**config.mk**
```make
export PLATFORM = sky130hd
export DESIGN_NAME = pixel_scan
export DESIGN_NICKNAME = d
export VERILOG_FILES = /design/src/video_copy_pkg.sv /design/src/pixel_scan.sv
export SDC_FILE = /design/constraint.sdc
export NUM_CORES = 1
export LEC_CHECK = 0
export BUFFER_PORTS_ARGS = -buffer_cell sky130_fd_sc_hd__buf_4
export CAP_MARGIN = 10
export CORE_MARGIN = 2
export CORE_UTILIZATION = 42
export DETAILED_ROUTE_END_ITERATION = 8
export GPL_TIMING_DRIVEN = 0
export PLACE_DENSITY = 0.65
export SETUP_SLACK_MARGIN = 0.2
export SLEW_MARGIN = 20
export SYNTH_ARGS = -nofsm -noshare
export SYNTH_HDL_FRONTEND = slang
export SYNTH_SLANG_ARGS = --single-unit
```
**constraint.sdc**
```tcl
create_clock -name clk -period 4.87 [get_ports clk]
set_input_delay 0.487 -clock clk [delete_from_list [all_inputs] [get_ports clk]]
set_output_delay 0.487 -clock clk [all_outputs]
set_load 0.005 [all_outputs]
```
**src/video_copy_pkg.sv**
```systemverilog
package video_copy_pkg;

	////////////////////////////////////////////////////////////
	// frame geometry and memory map
	////////////////////////////////////////////////////////////

	// active video-input frame
	localparam logic [9:0] frame_width = 10'd320;
	localparam logic [9:0] frame_height = 10'd240;
	// one grey byte per pixel in the frame store
	localparam int frame_pixels = 76800;

	// base addresses on the bus
	localparam logic [31:0] video_in_base = 32'h0800_0000;
	localparam logic [31:0] vga_base = 32'h0000_0000;

	// row pitch as a shift, 512 bytes in, 1024 bytes out
	localparam int video_in_row_shift = 9;
	localparam int vga_row_shift = 10;

	// where the copied frame lands on screen
	localparam logic [9:0] vga_x_offset = 10'd100;
	localparam logic [9:0] vga_y_offset = 10'd50;

	// pixel may only start when these throttle bits are zero
	localparam logic [3:0] throttle_mask = 4'd3;
	// every transfer moves the low byte only
	localparam logic [3:0] byte_lane = 4'b0001;

	////////////////////////////////////////////////////////////
	// types
	////////////////////////////////////////////////////////////

	typedef logic [9:0] coord_t;
	typedef logic [31:0] bus_addr_t;
	typedef logic [31:0] bus_data_t;
	// 3-3-2 colour on the bus, grey in the store
	typedef logic [7:0] pixel_t;
	typedef logic [16:0] store_addr_t;

	// request as seen on the outside bus
	typedef struct packed {
		logic read;
		logic write;
		logic [3:0] byte_en;
		bus_addr_t addr;
		bus_data_t wdata;
	} bus_req_s;

	// command from sequencer to bus master
	typedef struct packed {
		logic write;
		bus_addr_t addr;
		bus_data_t wdata;
	} bus_cmd_s;

	// readback of one captured pixel
	typedef struct packed {
		logic valid;
		coord_t x;
		coord_t y;
		pixel_t grey;
	} pixel_report_s;

	typedef enum logic [2:0] {
		st_idle,
		st_read,
		st_store,
		st_readback_addr,
		st_readback_wait,
		st_report,
		st_write
	} copy_state_e;

endpackage
```
**src/pixel_scan.sv**
```systemverilog
`timescale 1ns/1ps

module pixel_scan
	import video_copy_pkg::*;
(
	input logic clk,
	input logic reset,
	input logic step,
	input logic restart,
	output coord_t x,
	output coord_t y,
	output logic frame_last,
	output logic tick
);

	// free-running pace counter
	logic [3:0] throttle;

	always_ff @(posedge clk) begin
		if (reset) begin
			throttle <= '0;
		end else begin
			throttle <= throttle + 4'd1;
		end
	end

	// start allowed once every throttle_mask+1 cycles
	assign tick = (throttle & throttle_mask) == '0;

	////////////////////////////////////////////////////////////
	// raster position
	////////////////////////////////////////////////////////////

	always_ff @(posedge clk) begin
		if (reset || restart) begin
			x <= '0;
			y <= '0;
		end else if (step) begin
			if (x == frame_width - 10'd1) begin
				// end of row, wrap column
				x <= '0;
				if (y == frame_height - 10'd1) begin
					y <= '0;
				end else begin
					y <= y + 10'd1;
				end
			end else begin
				x <= x + 10'd1;
			end
		end
	end

	// bottom right corner of the frame
	assign frame_last = (x == frame_width - 10'd1) && (y == frame_height - 10'd1);

endmodule

```
# Word level (Yosys, flattened, before mapping)

Cells that the tools add are included.
W data, S select, Z words.

Add/sub/neg operators: 3
Mux-type cells: 2
Reduce and logical (&&, ||, !) cells: 4
Eq/ne operators: 2

Operator list:

| operator                | count |
|---|---|
| $add A10 B1 Y10 const B | 2 |
| $mux W10                | 2 |
| $eq A10 B8 Y1 const B   | 1 |
| $eq A10 B9 Y1 const B   | 1 |
| $add A4 B1 Y4 const B   | 1 |
| $logic_not A4 Y1        | 1 |
| $reduce_and A2 Y1       | 1 |
| $logic_and A1 B1 Y1     | 1 |
| $logic_or A1 B1 Y1      | 1 |

Input port bits: 4
Register bits after elaboration: 24
Logic and storage cells: 14
Output and inout bits: 22

# Longest topological paths before layout

Word-level depth: 2
Gate-level depth with buffers: 6

# Worst setup path after synthesis

Ideal clock, no wire load.

Path kind: register to output
Start point: register y[0]
End point: output port frame_last
Setup slack: 3.147 ns
Data arrival time: 1.236 ns
Required time: 4.383 ns
Cell stages (with the launch flop): 5
Cells stage by stage: dfxtp_1 > ha_1 > and3_1 > nand3_1 > nor3_1

Longest elaborated chain between the ends: 2

RTL lines:

| what                   | RTL line         | RTL |
|---|---|---|
| from (decl)            | pixel_scan.sv:11 | `output coord_t y,` |
| from (signal assigned) | pixel_scan.sv:45 | `y <= y + 10'd1;` |
| $eq A10 B8 Y1          | pixel_scan.sv:54 | `assign frame_last = (x == frame_width - 10'd1) && (y == frame_height - 10'd1);` |
| $logic_and A1 B1 Y1    | pixel_scan.sv:54 |  |
| to (decl)              | pixel_scan.sv:12 | `output logic frame_last,` |

Every way passes these cells.

# Worst setup path in the final report

Same ends and word-level chain as after synthesis.

==> results.json <==
{
  "timing_hold_violations_final": 0,
  "vias": 990,
  "max-vdd-ir-drop_uv": 122,
  "required_ns": 4.38,
  "worst_hold_slack_ns": 0.343,
  "path_delay_family": "simple AND/OR/NAND/NOR gates",
  "fin_ws_ns": 2.45,
  "numPortBuffers": 25,
  "die_w_um": 54.0,
  "syn_area_per_cell_um2": 8.41,
  "worst-setup-path-type": "reg2out",
  "yosysUniqueCellTypes": 31,
  "p_per_area_nw_per_um2": 228,
  "place_ws_ns": 2.82,
  "ff2ff_setup_slack_ns": 3.01,
  "wl_per_cell_um": 12.6,
  "clock_path_buffers": 2,
  "outcome": "completed",
  "cp-endpoint": "frame_last",
  "finalPower_uw": 299,
  "critPathBufInv": 1,
  "via_per_inst": 5.38,
  "ys_ff_latch": 22,
  "post_cts_buffers": 0,
  "fin_cells": 184,
  "finalSetupViolCount": 0,
  "die_h_um": 54.0,
  "startpoint": "y[0]$_SDFFE_PP0P_",
  "max_freq_mhz": 414,
  "rr_endpoint": "y[8]$_SDFFE_PP0P_",
  "syn_area_um2": 1050,
  "maxCapViolCount": 0,
  "rsz0062_at_grt": "no",
  "fin_crit_ns": 2.42,
  "dp_cells": 180,
  "grt_pass1_vias": 871,
  "drive_gt1_share_pct": 24.0,
  "cts_sinks": 22,
  "leakagePower_nw": 0.501,
  "routabilityCongestion": 0.857,
  "drt_iter0_markers": 14,
  "wl_um": 2330,
  "period_share_pct": 49.6,
  "rr_worst_depth": 6,
  "worstSetupEndpointType": "output pin",
  "synthToLayoutAreaGrowth_pct": 24.9,
  "worstPathCellList": "ha_1 > and3_1 > nand3_1 > nor3_1 > buf_4",
  "cp_num_cells": 5,
  "initial_utilization_pct": 43.2,
  "grt_max_degree": 13,
  "critPathMaxStageDelay_ns": 0.41,
  "die_area_um2": 2920,
  "cts_made_buffers": 3,
  "cts-root-buf": "clkbuf_4",
  "layout.nets": 162,
  "fin_util_pct": 54.0,
  "start_kind": "register",
  "syn_inst": 125,
  "ys.warnings.count": 0,
  "finClkSkew_ns": 0.00760,
  "path_max_fanout": 10,
  "grt_antenna_before_repair": 0,
  "r2r_start": "x[0]$_SDFFE_PP0P_",
  "cts_tree": "built",
  "worstPathArrival_ns": 1.93,
  "cts_max_level": 1,
  "cts_resized": 0,
  "drtPass1Iterations": 4,
  "num_io_pins": 26,
  "dp_hpwl_um": 1730,
  "placed_cell_area_um2": 1280,
  "n_antenna_cell": 0,
  "worstMarginPinSlew_ns": 0.443,
  "finish.instance_area_um2": 1310,
  "slowest_stage": "dfxtp_1",
  "drc": 0,
  "drv_slew": 0,
  "yosysSeqAreaShare_pct": 41.9,
  "holdBufCountCts": 0,
  "hp-class": "in2reg",
  "syn_nets": 132,
  "fill_cells": 245,
  "insertion_delay_ns": 0.31,
  "coreArea_um2": 2430,
  "setup_tns_ns": 0,
  "slew_headroom_pct": 70.5,
  "rows": 18,
  "drtAntennaViolNets": 0,
  "track_usage_pct": 17.2,
  "grt_pass1_wl_um": 3710,
  "cts.clk_slew.worst_paths_ns": 0.13,
  "gr-total-overflow": 0
}
placed cells by master, fill, tap and decap left out:
cell | Yosys | layout
o31ai_1 | 1 | 1
nor4b_2 | 1 | 1
ha_1 | 3 | 3
a21oi_1 | 9 | 9
xnor2_1 | 4 | 4
and3_1 | 4 | 4
o21ai_0 | 3 | 3
inv_1 | 4 | 4
xor2_1 | 5 | 5
or3_1 | 4 | 4
nor2_1 | 14 | 14
nand3_2 | 1 | 1
nor3_1 | 4 | 4
clkbuf_4 | 0 | 3
o22ai_1 | 4 | 4
a311oi_1 | 1 | 1
buf_4 | 1 | 26
or4b_4 | 1 | 1
nand3_1 | 9 | 9
nor2b_1 | 1 | 1
dfxtp_1 | 22 | 22
nor3_4 | 1 | 1
or4_1 | 2 | 2
nand2_1 | 15 | 15
mux2i_1 | 1 | 1
buf_2 | 1 | 1
clkbuf_1 | 1 | 1
nor4_1 | 1 | 1
or2_2 | 2 | 2
nand3b_1 | 1 | 1
nand4_1 | 3 | 3
clkbuf_8 | 0 | 1
a31oi_1 | 1 | 1
synth_stat cells (all sizes together):
| cell | number | area share [%] |
|---|---|---|
| dfxtp | 22 | 42 |
| nand2 | 15 | 5.4 |
| nor2 | 14 | 5.0 |
| nand3 | 10 | 5.2 |
| a21oi | 9 | 4.3 |
| nor3 | 5 | 3.5 |
| xor2 | 5 | 4.2 |
| and3 | 4 | 2.4 |
| inv | 4 | 1.4 |
| o22ai | 4 | 2.4 |
| or3 | 4 | 2.4 |
| xnor2 | 4 | 3.3 |
| ha | 3 | 3.6 |
| nand4 | 3 | 1.8 |
| o21ai | 3 | 1.4 |
| buf | 2 | 1.2 |
| or2 | 2 | 1.2 |
| or4 | 2 | 1.4 |
| a311oi | 1 | 0.83 |
| a31oi | 1 | 0.60 |
| clkbuf | 1 | 0.36 |
| mux2i | 1 | 0.95 |
| nand3b | 1 | 0.71 |
| nor2b | 1 | 0.60 |
| nor4 | 1 | 0.60 |
| nor4b | 1 | 1.4 |
| o31ai | 1 | 0.71 |
| or4b | 1 | 1.3 |
final cells by class:
class                      count  area (um2)  area share, %
clock buffer                   4        36.3           2.76
timing repair buffer          25         188           14.3
buffer                         3        16.3           1.24
sequential                    22         440           33.6
multi-input combinational     96         579           44.1
inverter                       4        15.0           1.14
tap                           30        37.5           2.86
power by group:
part           switching, mW  leakage (nW)  internal [mW]
clock network         0.0567        0.0210         0.0456
logic                0.00703         0.302        0.00665
registers            0.00110         0.178          0.182
state kept, by name, indices dropped and copies added (netlist names):
register  flops
throttle      2
y            10
x            10
cells by family (layout without fill, tap and decap cells):
kind of cell / count (synthesis) / after routing / share of synthesized area (%)
and+or+nand+nor: 64 / 64 / 32.9
DFF: 22 / 22 / 41.9
AOI/OAI and AO/OA: 19 / 19 / 10.2
xor gates and xnor gates: 9 / 9 / 7.50
buffers and inverters: 7 / 36 / 2.98
adders and majority gates: 3 / 3 / 3.57
muxes: 1 / 1 / 0.952
how the worst min path moves through the flow:
| stage | start | to | cells after the start |
|---|---|---|---|
| after floorplan | throttle[0]$_SDFF_PP0_ | throttle[0]$_SDFF_PP0_ | 1 |
| after global placement | throttle[0]$_SDFF_PP0_ | throttle[0]$_SDFF_PP0_ | 1 |
| after detailed placement | throttle[0]$_SDFF_PP0_ | throttle[0]$_SDFF_PP0_ | 1 |
| after CTS | reset | throttle[1]$_SDFF_PP0_ | 2 |
| after global routing | reset | throttle[0]$_SDFF_PP0_ | 2 |
| final | reset | throttle[1]$_SDFF_PP0_ | 2 |
layer usage:
| metal | global-route usage, % | vias to the layer above | part of all wire, % |
|---|---|---|---|
| met1 | 23.0 | 451 | 48 |
| met3 | 2.50 | 2 | 5.3 |
| met2 | 27.2 | 30 | 46 |
| met4 | 7.92 | 0 | 0.86 |
| li1 | - | 507 | - |
| met5 | 0 | - | 0 |
Power figures use the tool's default switching activity.
