**src/video_copy_pkg.sv**
```systemverilog
package video_copy_pkg;

	////////////////////////////////////////////////////////////
	// frame geometry and memory map
	////////////////////////////////////////////////////////////

	// active video-input frame
	localparam logic [9:0] frame_width = 10'd320;
	localparam logic [9:0] frame_height = 10'd240;
	// one grey byte per pixel in the frame store
	localparam int frame_pixels = 76800;

	// base addresses on the bus
	localparam logic [31:0] video_in_base = 32'h0800_0000;
	localparam logic [31:0] vga_base = 32'h0000_0000;

	// row pitch as a shift, 512 bytes in, 1024 bytes out
	localparam int video_in_row_shift = 9;
	localparam int vga_row_shift = 10;

	// where the copied frame lands on screen
	localparam logic [9:0] vga_x_offset = 10'd100;
	localparam logic [9:0] vga_y_offset = 10'd50;

	// pixel may only start when these throttle bits are zero
	localparam logic [3:0] throttle_mask = 4'd3;
	// every transfer moves the low byte only
	localparam logic [3:0] byte_lane = 4'b0001;

	////////////////////////////////////////////////////////////
	// types
	////////////////////////////////////////////////////////////

	typedef logic [9:0] coord_t;
	typedef logic [31:0] bus_addr_t;
	typedef logic [31:0] bus_data_t;
	// 3-3-2 colour on the bus, grey in the store
	typedef logic [7:0] pixel_t;
	typedef logic [16:0] store_addr_t;

	// request as seen on the outside bus
	typedef struct packed {
		logic read;
		logic write;
		logic [3:0] byte_en;
		bus_addr_t addr;
		bus_data_t wdata;
	} bus_req_s;

	// command from sequencer to bus master
	typedef struct packed {
		logic write;
		bus_addr_t addr;
		bus_data_t wdata;
	} bus_cmd_s;

	// readback of one captured pixel
	typedef struct packed {
		logic valid;
		coord_t x;
		coord_t y;
		pixel_t grey;
	} pixel_report_s;

	typedef enum logic [2:0] {
		st_idle,
		st_read,
		st_store,
		st_readback_addr,
		st_readback_wait,
		st_report,
		st_write
	} copy_state_e;

endpackage
```
**src/bus_master.sv**
```systemverilog
`timescale 1ns/1ps

module bus_master
	import video_copy_pkg::*;
(
	input logic clk,
	input logic reset,
	input logic cmd_valid,
	input bus_cmd_s cmd,
	output logic cmd_done,
	output pixel_t rd_pixel,
	output bus_req_s bus_req,
	input logic bus_ack,
	input bus_data_t bus_rdata
);

	// strobes
	logic req_read;
	logic req_write;
	// held payload
	bus_addr_t req_addr;
	bus_data_t req_wdata;
	logic req_open;
	logic accept;

	assign req_open = req_read || req_write;
	// a new command only lands when nothing is outstanding
	assign accept = cmd_valid && !req_open;

	always_ff @(posedge clk) begin
		if (reset) begin
			req_read <= 1'b0;
			req_write <= 1'b0;
		end else if (req_open && bus_ack) begin
			// drop strobe right after the ack cycle
			req_read <= 1'b0;
			req_write <= 1'b0;
		end else if (accept) begin
			req_read <= !cmd.write;
			req_write <= cmd.write;
		end
	end

	// address and data stay put until ack
	always_ff @(posedge clk) begin
		if (accept) begin
			req_addr <= cmd.addr;
			req_wdata <= cmd.wdata;
		end
	end

	assign bus_req = '{
		read: req_read,
		write: req_write,
		byte_en: byte_lane,
		addr: req_addr,
		wdata: req_wdata
	};

	// done and read byte both valid in the ack cycle
	assign cmd_done = req_open && bus_ack;
	assign rd_pixel = bus_rdata[7:0];

endmodule

```
**config.mk**
```make
export PLATFORM = sky130hd
export DESIGN_NAME = bus_master
export DESIGN_NICKNAME = d
export VERILOG_FILES = /design/src/video_copy_pkg.sv /design/src/bus_master.sv
export SDC_FILE = /design/constraint.sdc
export NUM_CORES = 1
export LEC_CHECK = 0
export BUFFER_PORTS_ARGS = -buffer_cell sky130_fd_sc_hd__buf_2
export CORE_MARGIN = 4
export CORE_UTILIZATION = 38
export DETAILED_ROUTE_END_ITERATION = 10
export PLACE_DENSITY_LB_ADDON = 0.08
export SLEW_MARGIN = 20
export SYNTH_ARGS = -nofsm -noshare
export SYNTH_HDL_FRONTEND = slang
export SYNTH_SLANG_ARGS = --single-unit
```
**constraint.sdc**
```tcl
create_clock -name clk -period 7.7 [get_ports clk]
set_input_delay 1.54 -clock clk [delete_from_list [all_inputs] [get_ports clk]]
set_output_delay 1.54 -clock clk [all_outputs]
set_load 0.05 [all_outputs]
```
After elaboration in Yosys (flattened, before gate mapping):

Cells that the tools add are included.

* reduce and logical (&&, ||, !) cells: 6

Operator list (number)
* 1-bit logical AND: 2
* 1-bit zero test: 2
* 2-bit OR reduction: 1
* 1-bit logical OR: 1

* register bits: 66
* input port bits: 101
* output and inout bits: 79
* word-level logic and storage cells: 10

Longest topological paths before layout:

Gate-level depths: netlist of the first run.

* word-level depth: 3
* gate-level depth with buffers: 2
* gate-level depth less buffers: 2

Least setup slack after synthesis of the first run:

OpenSTA, ideal clock, no wires.

* path kind: input to register
* start point: input cmd_valid
* end point: register req_addr[0], enable pin
* setup time: 0.578 ns
* arrival: 6.171 ns
* required time: 7.122 ns
* setup slack: 0.951 ns
* cell stages on the path: 1
* path buffers: 0
* cell sequence: nor3b_1

* cells in the longest elaborated chain, start to end: 1

Ends and longest elaborated chain
* start, declared: line bus_master.sv:8 `input logic cmd_valid,`
* 1-bit logical AND: line bus_master.sv:28 `assign accept = cmd_valid && !req_open;`
* end signal, assigned: line bus_master.sv:47 `req_addr <= cmd.addr;`
* end, declared: line bus_master.sv:21 `bus_addr_t req_addr;`

No other way between the ends.
A chain may end at the register's enable or synchronous reset.

Worst setup path in the final report of the first run:

* start point: input bus_ack
* end point: output cmd_done

* cells in the longest elaborated chain, start to end: 1

Ends and longest elaborated chain
* start, declared: line bus_master.sv:13 `input logic bus_ack,`
* 1-bit logical AND: line bus_master.sv:61 `assign cmd_done = req_open && bus_ack;`
* end, declared: line bus_master.sv:10 `output logic cmd_done,`

No other way between the ends.

==> impl_metrics.toml, run 1 <==
[critical_path]
startpoint_type = "input port"
crit_required_ns = 6.16
reg2regPathDepth = 2
worstReg2RegStart = "req_write$_SDFFE_PP0P_"
r2r_end = "req_wdata[12]$_DFFE_PP_"
crit_chain = "buf_2 -> o21a_1 -> buf_2"
critPathKind = "in2out"
cp_slowest_cell = "buf_2"
rrSetupSlack_ns = 5.66
cp_max_fo = 3
critPathMaxStageDelay_ns = 0.25
endpoint_kind = "output pin"
crit_top_cell = "buf_2"
arrival_ns = 1.98

[clock_tree]
clkLatencyLatePin_ns = 0.32
postCtsResizedCells = 0
cts_sinks = 66
cts_buffers = 9
cts_setup_buffers = 0
ctsHoldBuffers = 0
root_buffer = "clkbuf_8"
cts_tree = "done"
cts.path.max_buffers = 2
cts.reportedPaths.clkPinSlew_ns = 0.06
cts_htree_levels = 3

[layout]
drive_above_1_share = 0.643
antenna_cells = 0
area_growth_pct = 39.3
multi_input_area_sq_um = 86.3
fill_cells = 484
nets = 326
seqCellArea_sq_um = 1960

[pwr]
p_total_mw = 0.794
peakVddDrop_mv = 0.136
p_per_area_nw_per_um2 = 267
p_leak_nw = 1.28

[floorplanning]
start_util = 0.390
io_pins = 180
die_h_microns = 83.0
die_w_microns = 83.0
fp-row-count = 27
dieArea_sq_um = 6880
coreArea_sq_um = 5470

[placement]
dp_hpwl_microns = 3370
gp_congestion = 0.764
port_buffers = 135

[hold_path]
hold_class = "reg2reg"
hold_depth = 2
min_to = "req_read$_SDFFE_PP0P_"
holdCritStartpoint = "req_read$_SDFFE_PP0P_"

[synth]
ys_types = 11
syn_area_sq_um = 2130
synth-simple-area-share = 0.0199
synth_compound_area_frac = 0.00821
synthMuxAreaShare = 0
ys_seq_elements = 66
synth_xor_area_frac = 0
syn_inst = 90
syn_area_per_cell_sq_um = 23.7
synth_seq_area_share = 0.919
synth_warnings = 0
synth_top_family_by_area = "buffers and inverters"
synth-adder-area-share = 0

[run_status]
outcome = "finished, final reports clean"

[timing]
grt_setup_unrepaired = "false"
tns_ns = 0
final.min_clock_period_ns = 3.52
hold_viol = 0
worst_pin_slew_ns = 0.745
slew_headroom = 0.503
finalSetupViolCount = 0
fmax_mhz = 284
min_period_over_period = 0.457
drv_slew = 0
fin_skew_ns = 0.00493

[drt]
drt_iter0_markers = 53
first_pass_iters = 5
wl_microns = 4330
drc = 0
via_per_inst = 4.23
antenna_left = 0
wl_per_cell_microns = 14.3
vias = 1277

[global_route]
grt_first_pass_wirelength_microns = 6800
grt_max_degree = 50
antenna_found_initial = 0
grtUsageTotal = 0.131
grt_pass1_vias = 1410
overflow = 0

[flow_run]
cap_violations = 0
layer usage:
layer / share of wire / wire (microns) / global-route usage / up-vias
met5: 0 / 0 / 0 / -
met4: 0.025 / 109 / 0.0892 / 0
met3: 0.13 / 572 / 0.0714 / 10
met2: 0.50 / 2180 / 0.214 / 101
met1: 0.34 / 1470 / 0.126 / 566
li1: - / - / - / 600
worst max-delay path: cells and delay by family:
family	cells	cell delay [ns]
buffers and inverters	2	0.34
AOI/OAI and AO/OA	1	0.10
sequential cells by signal (all words and copies together) (netlist names):
signal and count:
req_wdata 32, req_addr 32, req_write 1, req_read 1
Yosys cell counts:
library cell / number / share of area
a21oi_1: 2 / 0.0047
buf_4: 14 / 0.049
conb_1: 2 / 0.0035
dfxtp_1: 2 / 0.019
edfxtp_1: 64 / 0.90
nand2b_1: 1 / 0.0029
nand4bb_1: 1 / 0.0053
nor3b_1: 1 / 0.0035
o21a_1: 1 / 0.0035
or2b_1: 1 / 0.0035
or4b_1: 1 / 0.0047
worst max-delay path by stage:
stage | from | end | slack, ns
2_1_floorplan | cmd_valid | req_addr[0]$_DFFE_PP_ | 0.95
3_3_place_gp | bus_ack | cmd_done | 4.18
3_5_place_dp | cmd_valid | req_wdata[15]$_DFFE_PP_ | 4.06
4_1_cts | bus_ack | cmd_done | 4.18
5_1_grt | bus_ack | cmd_done | 4.14
6_report | bus_ack | cmd_done | 4.18
report_power, final:
| part | switching (mW) | leakage, nW | internal, mW |
|---|---|---|---|
| logic | 0.111 | 0.572 | 0.0294 |
| clock network | 0.111 | 0.0796 | 0.112 |
| registers | 0.00600 | 0.631 | 0.424 |
| total | 0.228 | 1.28 | 0.566 |
cells in the final DEF, fill, tap and decap left out, types with 2 or more instances in the layout:
| cell type | instances |
|---|---|
| a21oi_1 | 2 |
| buf_2 | 135 |
| clkbuf_1 | 2 |
| clkbuf_8 | 9 |
| clkinv_1 | 3 |
| clkinv_2 | 2 |
| conb_1 | 4 |
| dfxtp_1 | 2 |
| edfxtp_1 | 64 |
logic make-up (layout without fill, tap and decap cells):
kind of cell / count (synthesis) / in the layout
and+or+nand+nor: 5 / 5
DFF: 66 / 66
other: 2 / 4
buffers and inverters: 14 / 152
AOI/OAI and AO/OA: 3 / 3
through the flow:
stage               utilization  std cells  setup slack (ns)  hold WS (ns)  instance area (sq um)
floorplan                     -         92             0.951         0.485                   2140
global placement          0.514        286              4.18         0.509                   2820
detailed placement        0.514        286              4.06         0.543                   2820
CTS                       0.542        302              4.18         0.556                   2970
global route              0.543        302              4.14         0.594                   2970
finish                    0.543        302              4.18         0.575                   2970
final cells by class:
cell class	count	area share
Clock buffer	11	0.0442
Clock inverter	5	0.00715
Multi-Input combinational cell	12	0.0290
Sequential cell	66	0.660
Tap cell	72	0.0303
Timing Repair Buffer	136	0.230
(Power assumes the default switching activity.)
==> run 2: changes to the inputs <==
--- a/config.mk
+++ b/config.mk
@@ -7,7 +7,7 @@
 export LEC_CHECK = 0
 export BUFFER_PORTS_ARGS = -buffer_cell sky130_fd_sc_hd__buf_2
 export CORE_MARGIN = 4
-export CORE_UTILIZATION = 38
+export CORE_UTILIZATION = 34
 export DETAILED_ROUTE_END_ITERATION = 10
 export PLACE_DENSITY_LB_ADDON = 0.08
 export SLEW_MARGIN = 20
==> constraint.sdc (replaced) <==
create_clock -name clk -period 3 [get_ports clk]
set_input_delay 0.6 -clock clk [delete_from_list [all_inputs] [get_ports clk]]
set_output_delay 0.6 -clock clk [all_outputs]
set_load 0.05 [all_outputs]
==> run 2 against run 1 <==
  * Clock skew up 0.0026 ns
  * Clock-buffer cell count down 1
  * Critical path depth down 1
  * Flip-flop and latch count unchanged
  * Largest cell class unchanged
  * Sequential power rose to 2.6 times the previous value
  * Via count up 1.5%
  * Clock power rose to 2.6 times the previous value
==> impl_metrics.toml, run 2 (synthesis results as in run 1) <==
[layout]
area_growth_pct = 39.7
top_regs = "req_addr (32), req_wdata (32)"
nets = 327
antenna_cells = 0
layout_common_cells = "buf_2 (135), edfxtp_1 (64), clkbuf_8 (9)"
seqCellArea_sq_um = 1960
drive_above_1_share = 0.655
final_common_cell = "buf_2"
fill_cells = 531
multi_input_area_sq_um = 86.3

[drt]
wl_per_cell_microns = 15.0
drc = 0
first_pass_iters = 4
drt_iter0_markers = 63
antenna_left = 0
wl_microns = 4560
via_per_inst = 4.26
vias = 1296

[timing]
fmax_mhz = 571
layout_setup_ws_ns = 1.25
fin_skew_ns = 0.00750
grt_setup_unrepaired = "false"
final.min_clock_period_ns = 1.75
worst_hold_slack_ns = 0.449
drv_slew = 0
finalSetupViolCount = 0
min_period_over_period = 0.584
hold_viol = 0
tns_ns = 0

[pwr]
p_total_mw = 2.04
peakVddDrop_mv = 0.275
p_leak_nw = 1.28
p_per_area_nw_per_um2 = 685

[floorplanning]
io_pins = 180
fp-row-count = 28
die_h_microns = 87.2
dieArea_sq_um = 7610
coreArea_sq_um = 5990
start_util = 0.356
die_w_microns = 87.2

[global_route]
antenna_found_initial = 0
grt_max_degree = 34
grt_pass1_vias = 1281
grtUsageTotal = 0.114
overflow = 0
grt_first_pass_wirelength_microns = 6370

[placement]
gp_congestion = 0.710
dp_hpwl_microns = 3460
place_ws_ns = 1.34
port_buffers = 135

[critical_path]
critPathKind = "reg2out"
cp_max_fo = 6
endpoint_kind = "output pin"
crit_required_ns = 2.40
startpoint_type = "register"
arrival_ns = 1.15

[clock_tree]
root_buffer = "clkbuf_8"
cts_tree = "done"
cts_buffers = 9
postCtsResizedCells = 0
clkLatencyLatePin_ns = 0.32
cts_setup_buffers = 0
cts.reportedPaths.clkPinSlew_ns = 0.07
cts_sinks = 66
cts.path.max_buffers = 2
cts_htree_levels = 3
ctsHoldBuffers = 0

[hold_path]
hold_class = "in2reg"

[run_status]
outcome = "finished, final reports clean"

[flow_run]
cap_violations = 0
-- run 2: changes by cell type in the layout (fill, tap and decap cells not counted) --
cell        previous run  this run
buf_4                  1         2
clkbuf_1               2         1
clkinv_1               3         1
clkinvlp_4             0         1
-- run 2: worst max-delay path, cell delays in order, from the launching register on --
cell	delay (ns)
dfxtp_1	0.43
o21a_1	0.15
buf_2	0.25
-- run 2: metrics by stage --
step	util	instances	instance area [sq um]
after floorplan	-	92	2150
after global placement	0.473	290	2830
after detailed placement	0.473	290	2830
after CTS	0.498	304	2980
after global routing	0.498	304	2980
final	0.498	304	2980
-- run 2: worst paths after layout --
check	start	slack, ns	to	cells past startpoint
worst max-delay path	req_write$_SDFFE_PP0P_	1.25	cmd_done	2
worst min-delay path	cmd[29]	0.45	req_wdata[29]$_DFFE_PP_	1
worst max register to register	req_write$_SDFFE_PP0P_	1.66	req_addr[27]$_DFFE_PP_	2
worst min register to register	req_read$_SDFFE_PP0P_	0.57	req_read$_SDFFE_PP0P_	2
-- run 2: power breakdown --
part           total, mW  internal, mW  switching (mW)  leakage, nW
registers           1.10          1.09          0.0159        0.631
logic              0.362        0.0770           0.286        0.577
clock network      0.577         0.285           0.292       0.0754
total               2.04          1.45           0.594         1.28
-- run 2: final cells by class --
cell class,count,area share
Multi-Input combinational cell,12,0.0290
Clock inverter,4,0.00713
Timing Repair Buffer,137,0.232
Sequential cell,66,0.658
Tap cell,75,0.0315
Clock buffer,10,0.0428
-- run 2: layer usage --
layer	routed length, microns	global-route usage	vias up
met3	609	0.0596	18
met2	2230	0.178	86
met5	0	0	-
li1	-	-	598
met1	1610	0.127	594
met4	111	0.0572	0
