--- src/video_copy_pkg.sv ---
package video_copy_pkg;

	////////////////////////////////////////////////////////////
	// frame geometry and memory map
	////////////////////////////////////////////////////////////

	// active video-input frame
	localparam logic [9:0] frame_width = 10'd320;
	localparam logic [9:0] frame_height = 10'd240;
	// one grey byte per pixel in the frame store
	localparam int frame_pixels = 76800;

	// base addresses on the bus
	localparam logic [31:0] video_in_base = 32'h0800_0000;
	localparam logic [31:0] vga_base = 32'h0000_0000;

	// row pitch as a shift, 512 bytes in, 1024 bytes out
	localparam int video_in_row_shift = 9;
	localparam int vga_row_shift = 10;

	// where the copied frame lands on screen
	localparam logic [9:0] vga_x_offset = 10'd100;
	localparam logic [9:0] vga_y_offset = 10'd50;

	// pixel may only start when these throttle bits are zero
	localparam logic [3:0] throttle_mask = 4'd3;
	// every transfer moves the low byte only
	localparam logic [3:0] byte_lane = 4'b0001;

	////////////////////////////////////////////////////////////
	// types
	////////////////////////////////////////////////////////////

	typedef logic [9:0] coord_t;
	typedef logic [31:0] bus_addr_t;
	typedef logic [31:0] bus_data_t;
	// 3-3-2 colour on the bus, grey in the store
	typedef logic [7:0] pixel_t;
	typedef logic [16:0] store_addr_t;

	// request as seen on the outside bus
	typedef struct packed {
		logic read;
		logic write;
		logic [3:0] byte_en;
		bus_addr_t addr;
		bus_data_t wdata;
	} bus_req_s;

	// command from sequencer to bus master
	typedef struct packed {
		logic write;
		bus_addr_t addr;
		bus_data_t wdata;
	} bus_cmd_s;

	// readback of one captured pixel
	typedef struct packed {
		logic valid;
		coord_t x;
		coord_t y;
		pixel_t grey;
	} pixel_report_s;

	typedef enum logic [2:0] {
		st_idle,
		st_read,
		st_store,
		st_readback_addr,
		st_readback_wait,
		st_report,
		st_write
	} copy_state_e;

endpackage
--- src/copy_sequencer.sv ---
`timescale 1ns/1ps

module copy_sequencer
	import video_copy_pkg::*;
(
	input logic clk,
	input logic reset,
	input logic run,
	input logic capture,
	input coord_t x,
	input coord_t y,
	input logic frame_last,
	input logic tick,
	output logic step,
	output logic restart,
	output logic cmd_valid,
	output bus_cmd_s cmd,
	input logic cmd_done,
	input pixel_t rd_pixel,
	output logic store_we,
	output store_addr_t store_waddr,
	output store_addr_t store_raddr,
	output pixel_t store_wdata,
	input pixel_t store_rdata,
	output pixel_report_s report,
	output logic capture_done
);

	copy_state_e state;
	// pulses the write command on entry to st_write
	logic write_issue;
	logic capture_pend;
	logic capture_mode;
	logic start;
	// colour byte of the pixel in flight
	pixel_t pixel_q;
	pixel_t grey;
	bus_addr_t in_addr;
	bus_addr_t vga_addr;
	coord_t vga_x;
	coord_t vga_y;
	store_addr_t store_addr;
	logic report_valid;
	coord_t report_x;
	coord_t report_y;
	pixel_t report_grey;

	////////////////////////////////////////////////////////////
	// address mapping and grey conversion
	////////////////////////////////////////////////////////////

	assign in_addr = video_in_base + bus_addr_t'(x) + (bus_addr_t'(y) << video_in_row_shift);

	// frame shifted on screen
	assign vga_x = x + vga_x_offset;
	assign vga_y = y + vga_y_offset;
	assign vga_addr = vga_base + bus_addr_t'(vga_x) + (bus_addr_t'(vga_y) << vga_row_shift);

	// row times 320 plus column
	assign store_addr = store_addr_t'(y) * store_addr_t'(frame_width) + store_addr_t'(x);

	// red 7:5 + green 4:2 + blue 1:0, at most 17
	assign grey = pixel_t'(pixel_q[7:5]) + pixel_t'(pixel_q[4:2]) + pixel_t'(pixel_q[1:0]);

	////////////////////////////////////////////////////////////
	// handshakes
	////////////////////////////////////////////////////////////

	// held capture request or finished capture blocks a new pixel
	assign start = (state == st_idle) && run && tick && !capture_pend && !capture_done;
	assign restart = (state == st_idle) && capture_pend;
	assign step = (state == st_write) && cmd_done;
	assign cmd_valid = start || write_issue;

	always_comb begin
		if (state == st_idle) begin
			cmd = '{write: 1'b0, addr: in_addr, wdata: '0};
		end else begin
			cmd = '{write: 1'b1, addr: vga_addr, wdata: bus_data_t'(pixel_q)};
		end
	end

	// store port, read follows write by one cycle
	assign store_we = (state == st_store);
	assign store_waddr = store_addr;
	assign store_raddr = store_addr;
	assign store_wdata = grey;

	////////////////////////////////////////////////////////////
	// per-pixel state machine
	////////////////////////////////////////////////////////////

	always_ff @(posedge clk) begin
		if (reset) begin
			state <= st_idle;
			write_issue <= 1'b0;
			capture_pend <= 1'b0;
			capture_mode <= 1'b0;
			capture_done <= 1'b0;
			report_valid <= 1'b0;
		end else begin
			write_issue <= 1'b0;
			report_valid <= 1'b0;
			// remember the request until the next gap between pixels
			if (capture) begin
				capture_pend <= 1'b1;
			end else if (restart) begin
				capture_pend <= 1'b0;
			end
			case (state)
				st_idle: begin
					if (restart) begin
						capture_mode <= 1'b1;
						capture_done <= 1'b0;
					end else if (start) begin
						state <= st_read;
					end
				end
				st_read: begin
					if (cmd_done) begin
						if (capture_mode) begin
							state <= st_store;
						end else begin
							state <= st_write;
							write_issue <= 1'b1;
						end
					end
				end
				st_store: state <= st_readback_addr;
				st_readback_addr: state <= st_readback_wait;
				st_readback_wait: begin
					// ram data is here now
					report_valid <= 1'b1;
					state <= st_report;
				end
				st_report: begin
					state <= st_write;
					write_issue <= 1'b1;
				end
				st_write: begin
					if (cmd_done) begin
						state <= st_idle;
						// last pixel of a capture ends it
						if (capture_mode && frame_last) begin
							capture_mode <= 1'b0;
							capture_done <= 1'b1;
						end
					end
				end
				default: state <= st_idle;
			endcase
		end
	end

	// pixel byte and report payload
	always_ff @(posedge clk) begin
		if (state == st_read && cmd_done) begin
			pixel_q <= rd_pixel;
		end
		if (state == st_readback_wait) begin
			report_x <= x;
			report_y <= y;
			report_grey <= store_rdata;
		end
	end

	assign report = '{valid: report_valid, x: report_x, y: report_y, grey: report_grey};

endmodule

--- config.mk ---
export PLATFORM = sky130hd
export DESIGN_NAME = copy_sequencer
export DESIGN_NICKNAME = d
export VERILOG_FILES = /design/src/video_copy_pkg.sv /design/src/copy_sequencer.sv
export SDC_FILE = /design/constraint.sdc
export NUM_CORES = 1
export LEC_CHECK = 0
export BUFFER_PORTS_ARGS = -buffer_cell sky130_fd_sc_hd__buf_2
export CORE_ASPECT_RATIO = 0.75
export CORE_MARGIN = 1
export CORE_UTILIZATION = 40
export DETAILED_ROUTE_END_ITERATION = 6
export PLACE_DENSITY_LB_ADDON = 0.3
export SYNTH_ARGS = -nofsm -noshare
export SYNTH_HDL_FRONTEND = slang
export SYNTH_SLANG_ARGS = --single-unit
--- constraint.sdc ---
create_clock -name clk -period 5.6 [get_ports clk]
set_clock_uncertainty 0.1 [all_clocks]
set_input_delay 0 -clock clk [delete_from_list [all_inputs] [get_ports clk]]
set_output_delay 0 -clock clk [all_outputs]
set_load 0.005 [all_outputs]
* Word-level counts from Yosys, hierarchy flattened
Index checks and enable logic that the tools add are counted.
** Cells by class
- Shifts and indexed selects :: 0
- Multiply operators :: 1
- Div/mod/pow operators :: 0
- Bitwise operators :: 0
- Add/subtract/negate cells :: 8
- Multiplexer cells :: 20
- Reduce and logical (&&, ||, !) cells :: 16
- Equal/unequal tests :: 12
- Magnitude comparators :: 0
** Operators by type and width (number)
- $mux W65 :: 1
- $add A29 B19 Y30 :: 1
- $add A28 B10 Y29 const A :: 1
- $add A10 B20 Y21 :: 1
- $pmux W3 S7 :: 1
- $add A17 B10 Y17 :: 1
- $mux W3 :: 5
- $mul A10 B3 Y11 const B :: 1
- $add A10 B6 Y10 const B :: 1
- $add A10 B7 Y10 const B :: 1
- $mux W1 :: 10
- $ne A2 B2 Y1 const B :: 5
- $eq A3 B3 Y1 const B :: 3
- $logic_and A1 B1 Y1 :: 8
- $reduce_and A4 Y1 :: 2
- $eq A3 B2 Y1 const B :: 2
- $pmux W1 S2 :: 3
- $add A4 B2 Y5 :: 1
- $add A3 B3 Y4 :: 1
- $reduce_bool A2 Y1 :: 2
- $eq A3 B1 Y1 const B :: 1
- $logic_not A3 Y1 :: 1
- $logic_not A1 Y1 :: 2
- $ne A2 B1 Y1 const B :: 1
- $logic_or A1 B1 Y1 :: 1
** Word-level totals
- Bits in latches :: 0
- Memory bits (read-only) :: 0
- Memories kept :: 0
- Logic and storage cells :: 67
- Bits in registers :: 44
- Bits in writable memories :: 0
- Bits of input ports :: 43

* Logic depth before layout (Yosys ltp)
Gate-level depths: netlist of run 1.
- Depth after elaboration :: 8
- Mapped depth :: 10
- Mapped depth without buffers :: 9

* Least setup slack after synthesis of run 1
OpenSTA, ideal clock, no wires.
- Path type :: flip-flop to flip-flop
- From :: reg state[2]
- To :: reg report_grey[0] (enable)
- Arrival :: 1.907 ns
- Setup time :: 0.413 ns
- Cell stages (with the launch flop) :: 4
- Setup slack :: 3.181 ns
- Clock period less this slack :: 2.419 ns
- Buffers on the path :: 1
- Path through :: dfxtp_1 -> clkbuf_1 -> nand2b_1 -> nor2_1
** On the way
- Word-level cells in the longest chain between the ends :: 1
** RTL lines
- start, declared :: RTL line copy_sequencer.sv:29 : copy_state_e state;
- start signal, assigned :: RTL line copy_sequencer.sv:95 : state <= st_idle;
- start signal, assigned :: RTL line copy_sequencer.sv:116 : state <= st_read;
- start signal, assigned :: RTL line copy_sequencer.sv:122 : state <= st_store;
- $eq A3 B3 Y1 :: RTL line copy_sequencer.sv:160 : if (state == st_readback_wait) begin
- end signal, assigned :: RTL line copy_sequencer.sv:163 : report_grey <= store_rdata;
- end, declared :: RTL line copy_sequencer.sv:46 : pixel_t report_grey;
Every way passes these cells.
A chain may end at the register's enable or synchronous reset.

* Worst setup path after layout of run 1
- From :: in y[3]
- To :: out store_raddr[16]
** On the way
- Word-level cells in the longest chain between the ends :: 2
** RTL lines
- start, declared :: RTL line copy_sequencer.sv:11 : input coord_t y,
- $mul A10 B3 Y11 :: RTL line copy_sequencer.sv:60 : assign store_addr = store_addr_t'(y) * store_addr_t'(frame_width) + store_addr_t'(x);
- $add A17 B10 Y17 :: RTL line copy_sequencer.sv:60
- end, declared :: RTL line copy_sequencer.sv:22 : output store_addr_t store_raddr,
Every way passes these cells.

==> results.cfg, run 1 <==
[routing]
drtIter0Drc = 76
wl_um = 7900
vias = 2804
drc = 0
via_per_inst = 4.64
ant_nets = 0
drtPass1Iterations = 4
detail_route.wl_per_cell_um = 13.1

[placement]
port_buffers = 145
globalplace.congestion = 0.765
dp_hpwl_um = 5920
preCtsSetupSlack_ps = 3160

[setup_path]
critical_path.slowest_cell = dlygate4sd3_1
rrSetupSlack_ps = 3430
cp_max_fo = 12
critPathTopFamily = adder cells
cp.buffers_inverters = 3
path_cells = dlygate4sd3_1 -> buf_2 -> ha_1 -> ha_1 -> fa_1 -> a211oi_1 -> o21bai_1 -> a21oi_1 -> xor2_1 -> nor3_2 -> xor2_1 -> buf_2
endpoint_kind = output pin
cp_data_required_time_ps = 5500
crit_type = input port to output pin
critical-path-max-stage-delay_ps = 530
arrival_ps = 2920
critPathLaunchType = input port

[timing]
setup_viol = 0
fin_crit_sh_pct = 53.9
finalHoldViolCount = 0
clock.fmax_mhz = 331
report.final.slew_viol_count = 0
worstMarginPinSlew_ps = 1190
max_slew_margin_pct = 20.3
rsz0062_at_grt = no
finalSetupTns_ps = 0
timing.final.ws_setup_ps = 2580
fin_crit_ps = 3020

[global_routing]
grt_use_total_pct = 17.3
antenna_found_initial = 0
grt_pass1_wl_um = 11800
met1_usage_pct = 23.9
grt_use_met3_pct = 3.25
busiest_layer = met2
grtUsageMet2_pct = 28.4
grt_pass1_vias = 2430
grt.overflow.total = 0
grt_start_max_net_pins = 29

[power]
p_per_area_nw_per_um2 = 240
p_leak_nw = 2.07
total_power_mw = 1.04
ir_drop_v = 0.000133

[status]
outcome = completed

[floorplanning]
fp.dieH_um = 81.5
core_um2 = 8020
initial_core_util_pct = 42.0
num_rows = 28
fp.dieArea_um2 = 8790
ioPinCount = 184
die_w_um = 108

[synth]
async_flop_share_pct = 0
synth_edf_count = 36
yosysSeqAreaShare_pct = 36.9
yosysUniqueCellTypes = 47
netlist_instances = 346
netlist_area_um2 = 3370
synth-seq-cells = 44
yosysWarnings = 0
synth-main-ff-cell = edfxtp_1
syn_avg_cell_area_um2 = 9.73

[clocking]
cts_buffers = 5
tritoncts = built
cts_setup_buffers = 0
htree_levels = 2
path_clk_slew_ps = 90
cts_num_sinks = 44
cts_root_buf = clkbuf_8
clock_path_buffers = 2
clk_latency_ps = 290

[layout]
fin_nets = 572
n_antenna_cell = 0
fin_util_pct = 54.1
final_common_cell = buf_2
drive_above_1_share_pct = 32.3
layout_common_cells = 145 x buf_2, 40 x dlygate4sd3_1, 38 x conb_1
area.growth.synth_to_final_pct = 29.0

[run]
drv_cap = 0

[worst_hold_path]
hold_path_class = input port to flop
## logic make-up (layout without fill, tap and decap cells)
logic type      after synthesis  in the layout  synth area share (%)
buf+inv                      96            212                  18.2
simple gates                 84             84                  12.5
compound gates               57             57                  10.9
xor+xnor                     33             33                  8.81
fa+ha+maj                    31             31                  12.6
flops                        44             44                  36.9
other cells                   1             38                 0.111
## cells in the mapped netlist, drive strengths merged (3+ instances only)
cell	n	area, um^2
nor3b	4	30.0
clkbuf	8	30.0
dfxtp	8	160
nor2b	5	31.3
a21oi	17	88.8
inv	16	60.1
nand3	8	50.1
a21o	6	45.0
nand4	3	18.8
a211oi	7	52.6
edfxtp	36	1080
and2	6	37.5
xnor2	17	156
nor3	8	45.0
nor2	20	75.1
nand2	23	86.3
o21ai	13	65.1
fa	5	100
buf	71	519
ha	26	325
xor2	16	140
## worst reg2reg max path, delay by kind of cell (launching register included)
family	cells	cell delay [ps]
buffers and inverters	2	800
DFF	1	440
and+or+nand+nor	2	560
AOI/OAI and AO/OA	1	170
## per-stage QoR
step	instances	area (um^2)	hold WS, ps
after CTS	604	4340	37.0
after floorplan	383	3510	-48.7
after global routing	604	4340	104
final	604	4340	52.2
after detailed placement	556	3830	78.3
after global placement	556	3830	77.9
## area by class of cell
class	instances	area, um^2
tap	105	131
clock buffer	5	68.8
fill	761	3680
multi-input combinational	243	1650
sequential	44	1240
timing repair buffer	187	1140
inverter	17	65.1
clock inverter	3	42.5
## report_power, final
part / total (mW) / switching (mW) / internal [mW]
Clock: 0.244 / 0.112 / 0.132
Sequential: 0.385 / 0.0112 / 0.374
Combinational: 0.415 / 0.223 / 0.192
## layer usage
layer / wire length [um] / vias up
li1: - / 1390
met1: 3790 / 1285
met2: 3570 / 127
met3: 523 / 2
met4: 16 / 0
met5: 0 / -
## worst paths after layout
kind / from / to / depth (start not counted)
max: y[3] / store_raddr[16] / 12
min: frame_last / capture_done / 5
max reg2reg: state[2] / capture_pend / 5
min reg2reg: capture_done / capture_done / 2
## sequential cells by signal, indices dropped and copies added (netlist names)
name and flops:
report_x 10, report_y 10, pixel_q 8, report_grey 8
state 3, capture_done 1, capture_mode 1, capture_pend 1
report_valid 1, write_issue 1
## timing repair
action | in CTS | in global routing
hold buffers | 40 | 0
hold endpoints to repair | 44 | 0
gates resized for setup | 0 | 0
Power figures use the tool's default switching activity.
==> run 2: changes to the inputs <==
--- a/config.mk
+++ b/config.mk
@@ -5,6 +5,7 @@
 export SDC_FILE = /design/constraint.sdc
 export NUM_CORES = 1
 export LEC_CHECK = 0
+export ABC_AREA = 1
 export BUFFER_PORTS_ARGS = -buffer_cell sky130_fd_sc_hd__buf_2
 export CORE_ASPECT_RATIO = 0.75
 export CORE_MARGIN = 1
==> constraint.sdc (replaced) <==
create_clock -name clk -period 2.6 [get_ports clk]
set_clock_uncertainty 0.1 [all_clocks]
set_input_delay 0 -clock clk [delete_from_list [all_inputs] [get_ports clk]]
set_output_delay 0 -clock clk [all_outputs]
set_load 0.005 [all_outputs]
==> run 2 against run 1 <==
  * Wire length is 5.5% higher
  * Critical path depth did not move
  * Core utilization up 0.73 points
  * Non-clock buffer count unchanged
  * Sequential power rose by 140%
  * Cell count increased by 14%
  * Clock-buffer cell count up 2
  * Via count is 11% higher
  * Synthesized cell count up 21%
  * Setup slack worse by 2400 ps
  * Register-to-register slack got worse by 3200 ps
  * Sequential share of layout area decreased by 1.8 points
==> results.cfg, run 2 <==
[power]
p_leak_nw = 2.40
p_per_area_nw_per_um2 = 706
switching_share_pct = 38.3
power_switching_mw = 1.25
p_clk_share_pct = 21.6
ir_drop_v = 0.000357
p_comb_share_pct = 49.8
power_frac_seq_pct = 28.6
internal_power_mw = 2.02

[setup_path]
critical_path.slowest_cell = fa_2
cp_data_required_time_ps = 2500
crit_type = input port to output pin
critPathLaunchType = input port
cp_max_fo = 8
arrival_ps = 2350
endpoint_kind = output pin
path_cells = dlygate4sd3_1 -> buf_2 -> ha_4 -> fa_2 -> nand3_1 -> nor2_2 -> nand2_2 -> nor2_4 -> nand3_1 -> nand2_1 -> nand2_1 -> buf_2
critical-path-max-stage-delay_ps = 540

[floorplanning]
fp.dieArea_um2 = 9100
num_rows = 29
core_um2 = 8450
ioPinCount = 184
fp.dieH_um = 82.9
initial_core_util_pct = 41.2
die_w_um = 110

[synth]
yosysUniqueCellTypes = 31
netlist_area_um2 = 3490
synth_common_cells = 81 x nand2_1, 65 x buf_4, 54 x inv_1
yosysTopAreaCellShare_pct = 31.0
netlist_instances = 418
netlist_top_cells_area = edfxtp_1 31%, buf_4 14%, ha_1 9.3%, nand2_1 8.7%, inv_1 5.8%
syn_avg_cell_area_um2 = 8.34
async_flop_share_pct = 0
yosysWarnings = 0
synth.most_common_cell = nand2_1
synth-seq-cells = 44
yosysSeqAreaShare_pct = 35.6
yosysTopAreaCell = edfxtp_1
synth-main-ff-cell = edfxtp_1
synth_edf_count = 36

[clocking]
path_clk_slew_ps = 70
htree_levels = 2
cts_root_buf = clkbuf_16
cts_buffers = 5
tritoncts = built
clk_latency_ps = 280
clock_path_buffers = 2
cts_num_sinks = 44

[layout]
area.growth.synth_to_final_pct = 33.0
finalInstanceArea_um2 = 4640
drive_above_1_share_pct = 30.3
final_cells = 689
final_common_cell = buf_2
layout_common_cells = 142 x buf_2, 76 x nand2_1, 54 x inv_1
fin_nets = 654
n_antenna_cell = 0
nFillCells = 785
top_regs = report_x x10, report_y x10

[routing]
vias = 3103
drtIter0Drc = 99
ant_nets = 0
wl_um = 8330
drtPass1Iterations = 5
drc = 0
via_per_inst = 4.50
detail_route.wl_per_cell_um = 12.1

[timing]
worstMarginPinSlew_ps = 690
clock.fmax_mhz = 408
fin_crit_ps = 2450
fin_crit_sh_pct = 94.3
setup_viol = 0
report.final.slew_viol_count = 0
max_slew_margin_pct = 53.8
finalHoldViolCount = 0
timing.final.ws_setup_ps = 148

[global_routing]
grt_use_total_pct = 18.6
grt.overflow.total = 0
grt_start_max_net_pins = 17
antenna_found_initial = 0
grt_pass1_wl_um = 13600
grt_pass1_vias = 2915

[placement]
preCtsSetupSlack_ps = 422
globalplace.congestion = 0.795
dp_hpwl_um = 6130
dp_cells = 642
port_buffers = 145
place_area_um2 = 3990

[run]
drv_cap = 0

[status]
outcome = completed

[worst_hold_path]
hold_path_class = input port to flop
run 2: cell types whose count changed in the layout (fill, tap and decap cells not counted), moves of 6 or more:
cell / before / now
clkbuf_16: 0 / 6
a211oi_1: 7 / 0
xnor2_1: 16 / 8
and2_1: 6 / 0
inv_1: 16 / 54
nand3_1: 6 / 37
nand2_1: 23 / 76
nor2_1: 19 / 27
xor2_1: 16 / 9
run 2: metrics by stage:
stage / hold slack (ps) / utilization (%) / total power, mW / setup TNS (ps)
6_report: 47.0 / 54.9 / 3.28 / 0
5_1_grt: 85.8 / 54.9 / 3.57 / -1.26
4_1_cts: 34.3 / 54.0 / 3.28 / 0
3_5_place_dp: 78.8 / 47.2 / 2.51 / 0
3_3_place_gp: 78.3 / 47.2 / 2.48 / 0
2_1_floorplan: -40.0 / - / 2.01 / 0
run 2: cells by family (layout without fill, tap and decap cells):
logic type	after synthesis	after routing	synth area share, %
AOI/OAI and AO/OA	38	38	6.06
xor gates and xnor gates	18	18	4.52
adders and majority gates	31	31	12.2
buffers and inverters	125	251	21.2
DFF	44	44	35.6
other	1	38	0.108
and+or+nand+nor	161	161	20.3
run 2: path summary, 6_finish.rpt:
path	from	end	slack [ps]	cells after the start
max reg2reg	state[2]	capture_pend	240	5
min reg2reg	capture_done	capture_done	400	2
max	y[4]	store_waddr[16]	150	12
min	frame_last	capture_mode	50	5
run 2: power by group through the flow:
stage / logic, mW / registers [mW] / clock network [mW]
floorplan: 1.06 / 0.950 / 0
global placement: 1.53 / 0.949 / 0
detailed placement: 1.56 / 0.951 / 0
CTS: 1.61 / 0.937 / 0.735
global route: 1.86 / 0.948 / 0.756
finish: 1.63 / 0.937 / 0.709
run 2: worst max-delay path, delay by kind of cell:
family        cells  cell delay, ps
fa+ha+maj         2             780
buf+inv           3             870
simple gates      7             680
run 2: final cells by class:
class	instances	area, um^2	area share, %
multi-input cells	286	1710	36.9
repair buffers	187	1170	25.1
clock buffers	7	164	3.53
clock inverters	1	8.76	0.189
well taps	108	135	2.91
flip-flops and latches	44	1240	26.8
inverters	56	210	4.53
run 2: what timing repair did:
item,4_1_cts,5_1_grt
hold buffers,40,0
setup endpoints to repair,0,8
setup buffers,0,1
endpoints found under the hold margin,44,0
resized for setup,0,17
run 2: metal layers:
metal,global-route usage (%),share of wire [%],vias up
met4,2.67,0.23,0
met3,4.79,7.0,2
met1,25.1,47,1397
li1,-,-,1583
met2,30.5,46,121
met5,0,0,-
==> run 3: changes to the inputs <==
--- a/config.mk
+++ b/config.mk
@@ -12,6 +12,7 @@
 export CORE_UTILIZATION = 40
 export DETAILED_ROUTE_END_ITERATION = 6
 export PLACE_DENSITY_LB_ADDON = 0.3
+export REMOVE_ABC_BUFFERS = 1
 export SYNTH_ARGS = -nofsm -noshare
 export SYNTH_HDL_FRONTEND = slang
 export SYNTH_SLANG_ARGS = --single-unit
==> constraint.sdc (replaced) <==
create_clock -name clk -period 2.45 [get_ports clk]
set_clock_uncertainty 0.1 [all_clocks]
set_input_delay 0.1225 -clock clk [delete_from_list [all_inputs] [get_ports clk]]
set_output_delay 0.1225 -clock clk [all_outputs]
set_load 0.005 [all_outputs]
==> run 3 against run 2 <==
  * First-iteration DRC count rose by 35%
  * Critical endpoint is now store_wdata[2]
  * Core utilization fell by 2.4 points
  * Sequential power rose by 6.2%
  * Critical path type is now flop to output pin
  * Setup slack got worse by 90 ps
  * Global-route usage rose by 0.18 points
  * Non-clock buffer count fell by 13
  * Total power rose by 3.3%
  * Largest power group unchanged
  * Sequential cell count did not move
  * Clock power fell by 4.7%
==> results.cfg, run 3 (synthesis gave the netlist of run 2 again) <==
[clocking]
cts_root_buf = clkbuf_16
clock_path_buffers = 2
cts_setup_buffers = 0
clk_latency_ps = 280
cts_buffers = 5
path_clk_slew_ps = 60
cts_num_sinks = 44
htree_levels = 2
tritoncts = built

[setup_path]
cp_data_required_time_ps = 2230
critPathTopFamily = adder cells
critPathLaunchType = flop
path_cells = fa_1 -> ha_2 -> inv_1 -> fa_2 -> inv_1 -> buf_2
cp_max_fo = 2
crit_type = flop to output pin
path_common_cell = inv_1
cp.buffers_inverters = 3
arrival_ps = 2170
critical-path-max-stage-delay_ps = 560
endpoint_kind = output pin
critical_path.slowest_cell = fa_1

[power]
p_comb_share_pct = 50.6
power_frac_seq_pct = 29.4
total_power_mw = 3.38
switching_share_pct = 38.7
p_per_area_nw_per_um2 = 764
ir_drop_v = 0.000307
internal_power_mw = 2.07
power_switching_mw = 1.31
p_leak_nw = 2.31
p_clk_share_pct = 20.0

[global_routing]
grt.overflow.total = 0
grt_start_max_net_pins = 20
grt_pass1_vias = 2856
grt_use_total_pct = 18.8
grt_pass1_wl_um = 13400
antenna_found_initial = 0

[placement]
dp_hpwl_um = 6490
place_area_um2 = 4020
preCtsSetupSlack_ps = 112
globalplace.congestion = 0.869
port_buffers = 145

[timing]
report.final.slew_viol_count = 0
worstMarginPinSlew_ps = 657
timing.final.ws_setup_ps = 58.1
rsz0062_at_grt = yes
clock.fmax_mhz = 418
max_slew_margin_pct = 56.1
setup_viol = 0
fin_crit_ps = 2390
fin_crit_sh_pct = 97.6
finalHoldViolCount = 0

[floorplanning]
initial_core_util_pct = 41.2
fp.dieH_um = 82.9
core_um2 = 8450
num_rows = 29
ioPinCount = 184
fp.dieArea_um2 = 9100
die_w_um = 110

[status]
outcome = completed

[worst_hold_path]
hold_path_class = input port to flop

[routing]
vias = 3031
via_per_inst = 4.48
drtIter0Drc = 134
ant_nets = 0
drtPass1Iterations = 4
drc = 0
wl_um = 8300
detail_route.wl_per_cell_um = 12.3

[layout]
drive_above_1_share_pct = 30.8
final_common_cell = buf_2
finalInstanceArea_um2 = 4430
n_antenna_cell = 0
fin_nets = 641
top_regs = report_x x10, report_y x10
nFillCells = 790
area.growth.synth_to_final_pct = 27.1
layout_common_cells = 145 x buf_2, 80 x nand2_1, 54 x inv_1

[run]
drv_cap = 0
run 3: cell count changes in the layout (fill, tap and decap cells not counted), moves of 2 or more:
cell / change
buf_2: +3
buf_4: +2
dlygate4sd3_1: -15
dlymetal6s4s_1: -2
nand2_1: +4
nand2_2: -4
run 3: layout make-up:
| class | count | area, um^2 | area share [%] |
|---|---|---|---|
| sequential | 44 | 1240 | 28.0 |
| tap | 108 | 135 | 3.05 |
| multi-input combinational | 286 | 1680 | 38.0 |
| clock buffer | 7 | 143 | 3.22 |
| timing repair buffer | 174 | 1010 | 22.9 |
| inverter | 56 | 210 | 4.74 |
| clock inverter | 1 | 6.26 | 0.141 |
run 3: power by group through the flow:
stage	combinational, mW	clock (mW)	sequential (mW)
floorplan	0.881	0	1.01
global placement	1.65	0	1.01
detailed placement	1.69	0	1.01
CTS	1.72	0.693	0.994
global route	1.94	0.728	1.01
finish	1.71	0.676	0.995
run 3: layer usage:
metal	wire (um)	vias to the layer above	share of wire, %	global-route usage (%)
met5	0	-	0	0
met2	3930	120	47	30.9
li1	-	1554	-	-
met4	88	0	1.1	4.36
met1	3740	1351	45	24.9
met3	547	6	6.6	4.32
run 3: stage by stage:
step	cells	hold WS [ps]	TNS [ps]	utilization, %
global route	676	3.01	-109	52.4
finish	676	5.23	0	52.4
global placement	645	200	0	47.5
floorplan	386	91.6	0	-
detailed placement	645	201	0	47.5
CTS	676	2.20	0	52.0
run 3: worst paths after layout:
path / from / to / slack (ps) / cells after the start
worst max-delay path: pixel_q[1] / store_wdata[2] / 60 / 6
worst min-delay path: x[8] / report_x[8] / 5 / 1
worst max register to register: state[2] / report_grey[7] / 690 / 3
worst min register to register: capture_done / capture_done / 390 / 2
run 3: repair_timing:
action                                  CTS  global route
endpoints found under the setup margin    0            10
hold endpoints to repair                 23             0
gates resized for setup                   0             9
hold buffers                             23             0
run 3: worst register-to-register path, delay by kind of cell (launching register included):
kind / cells / cell delay (ps)
flip-flops: 1 / 500
AND/OR/NAND/NOR: 1 / 120
buffers and inverters: 2 / 740
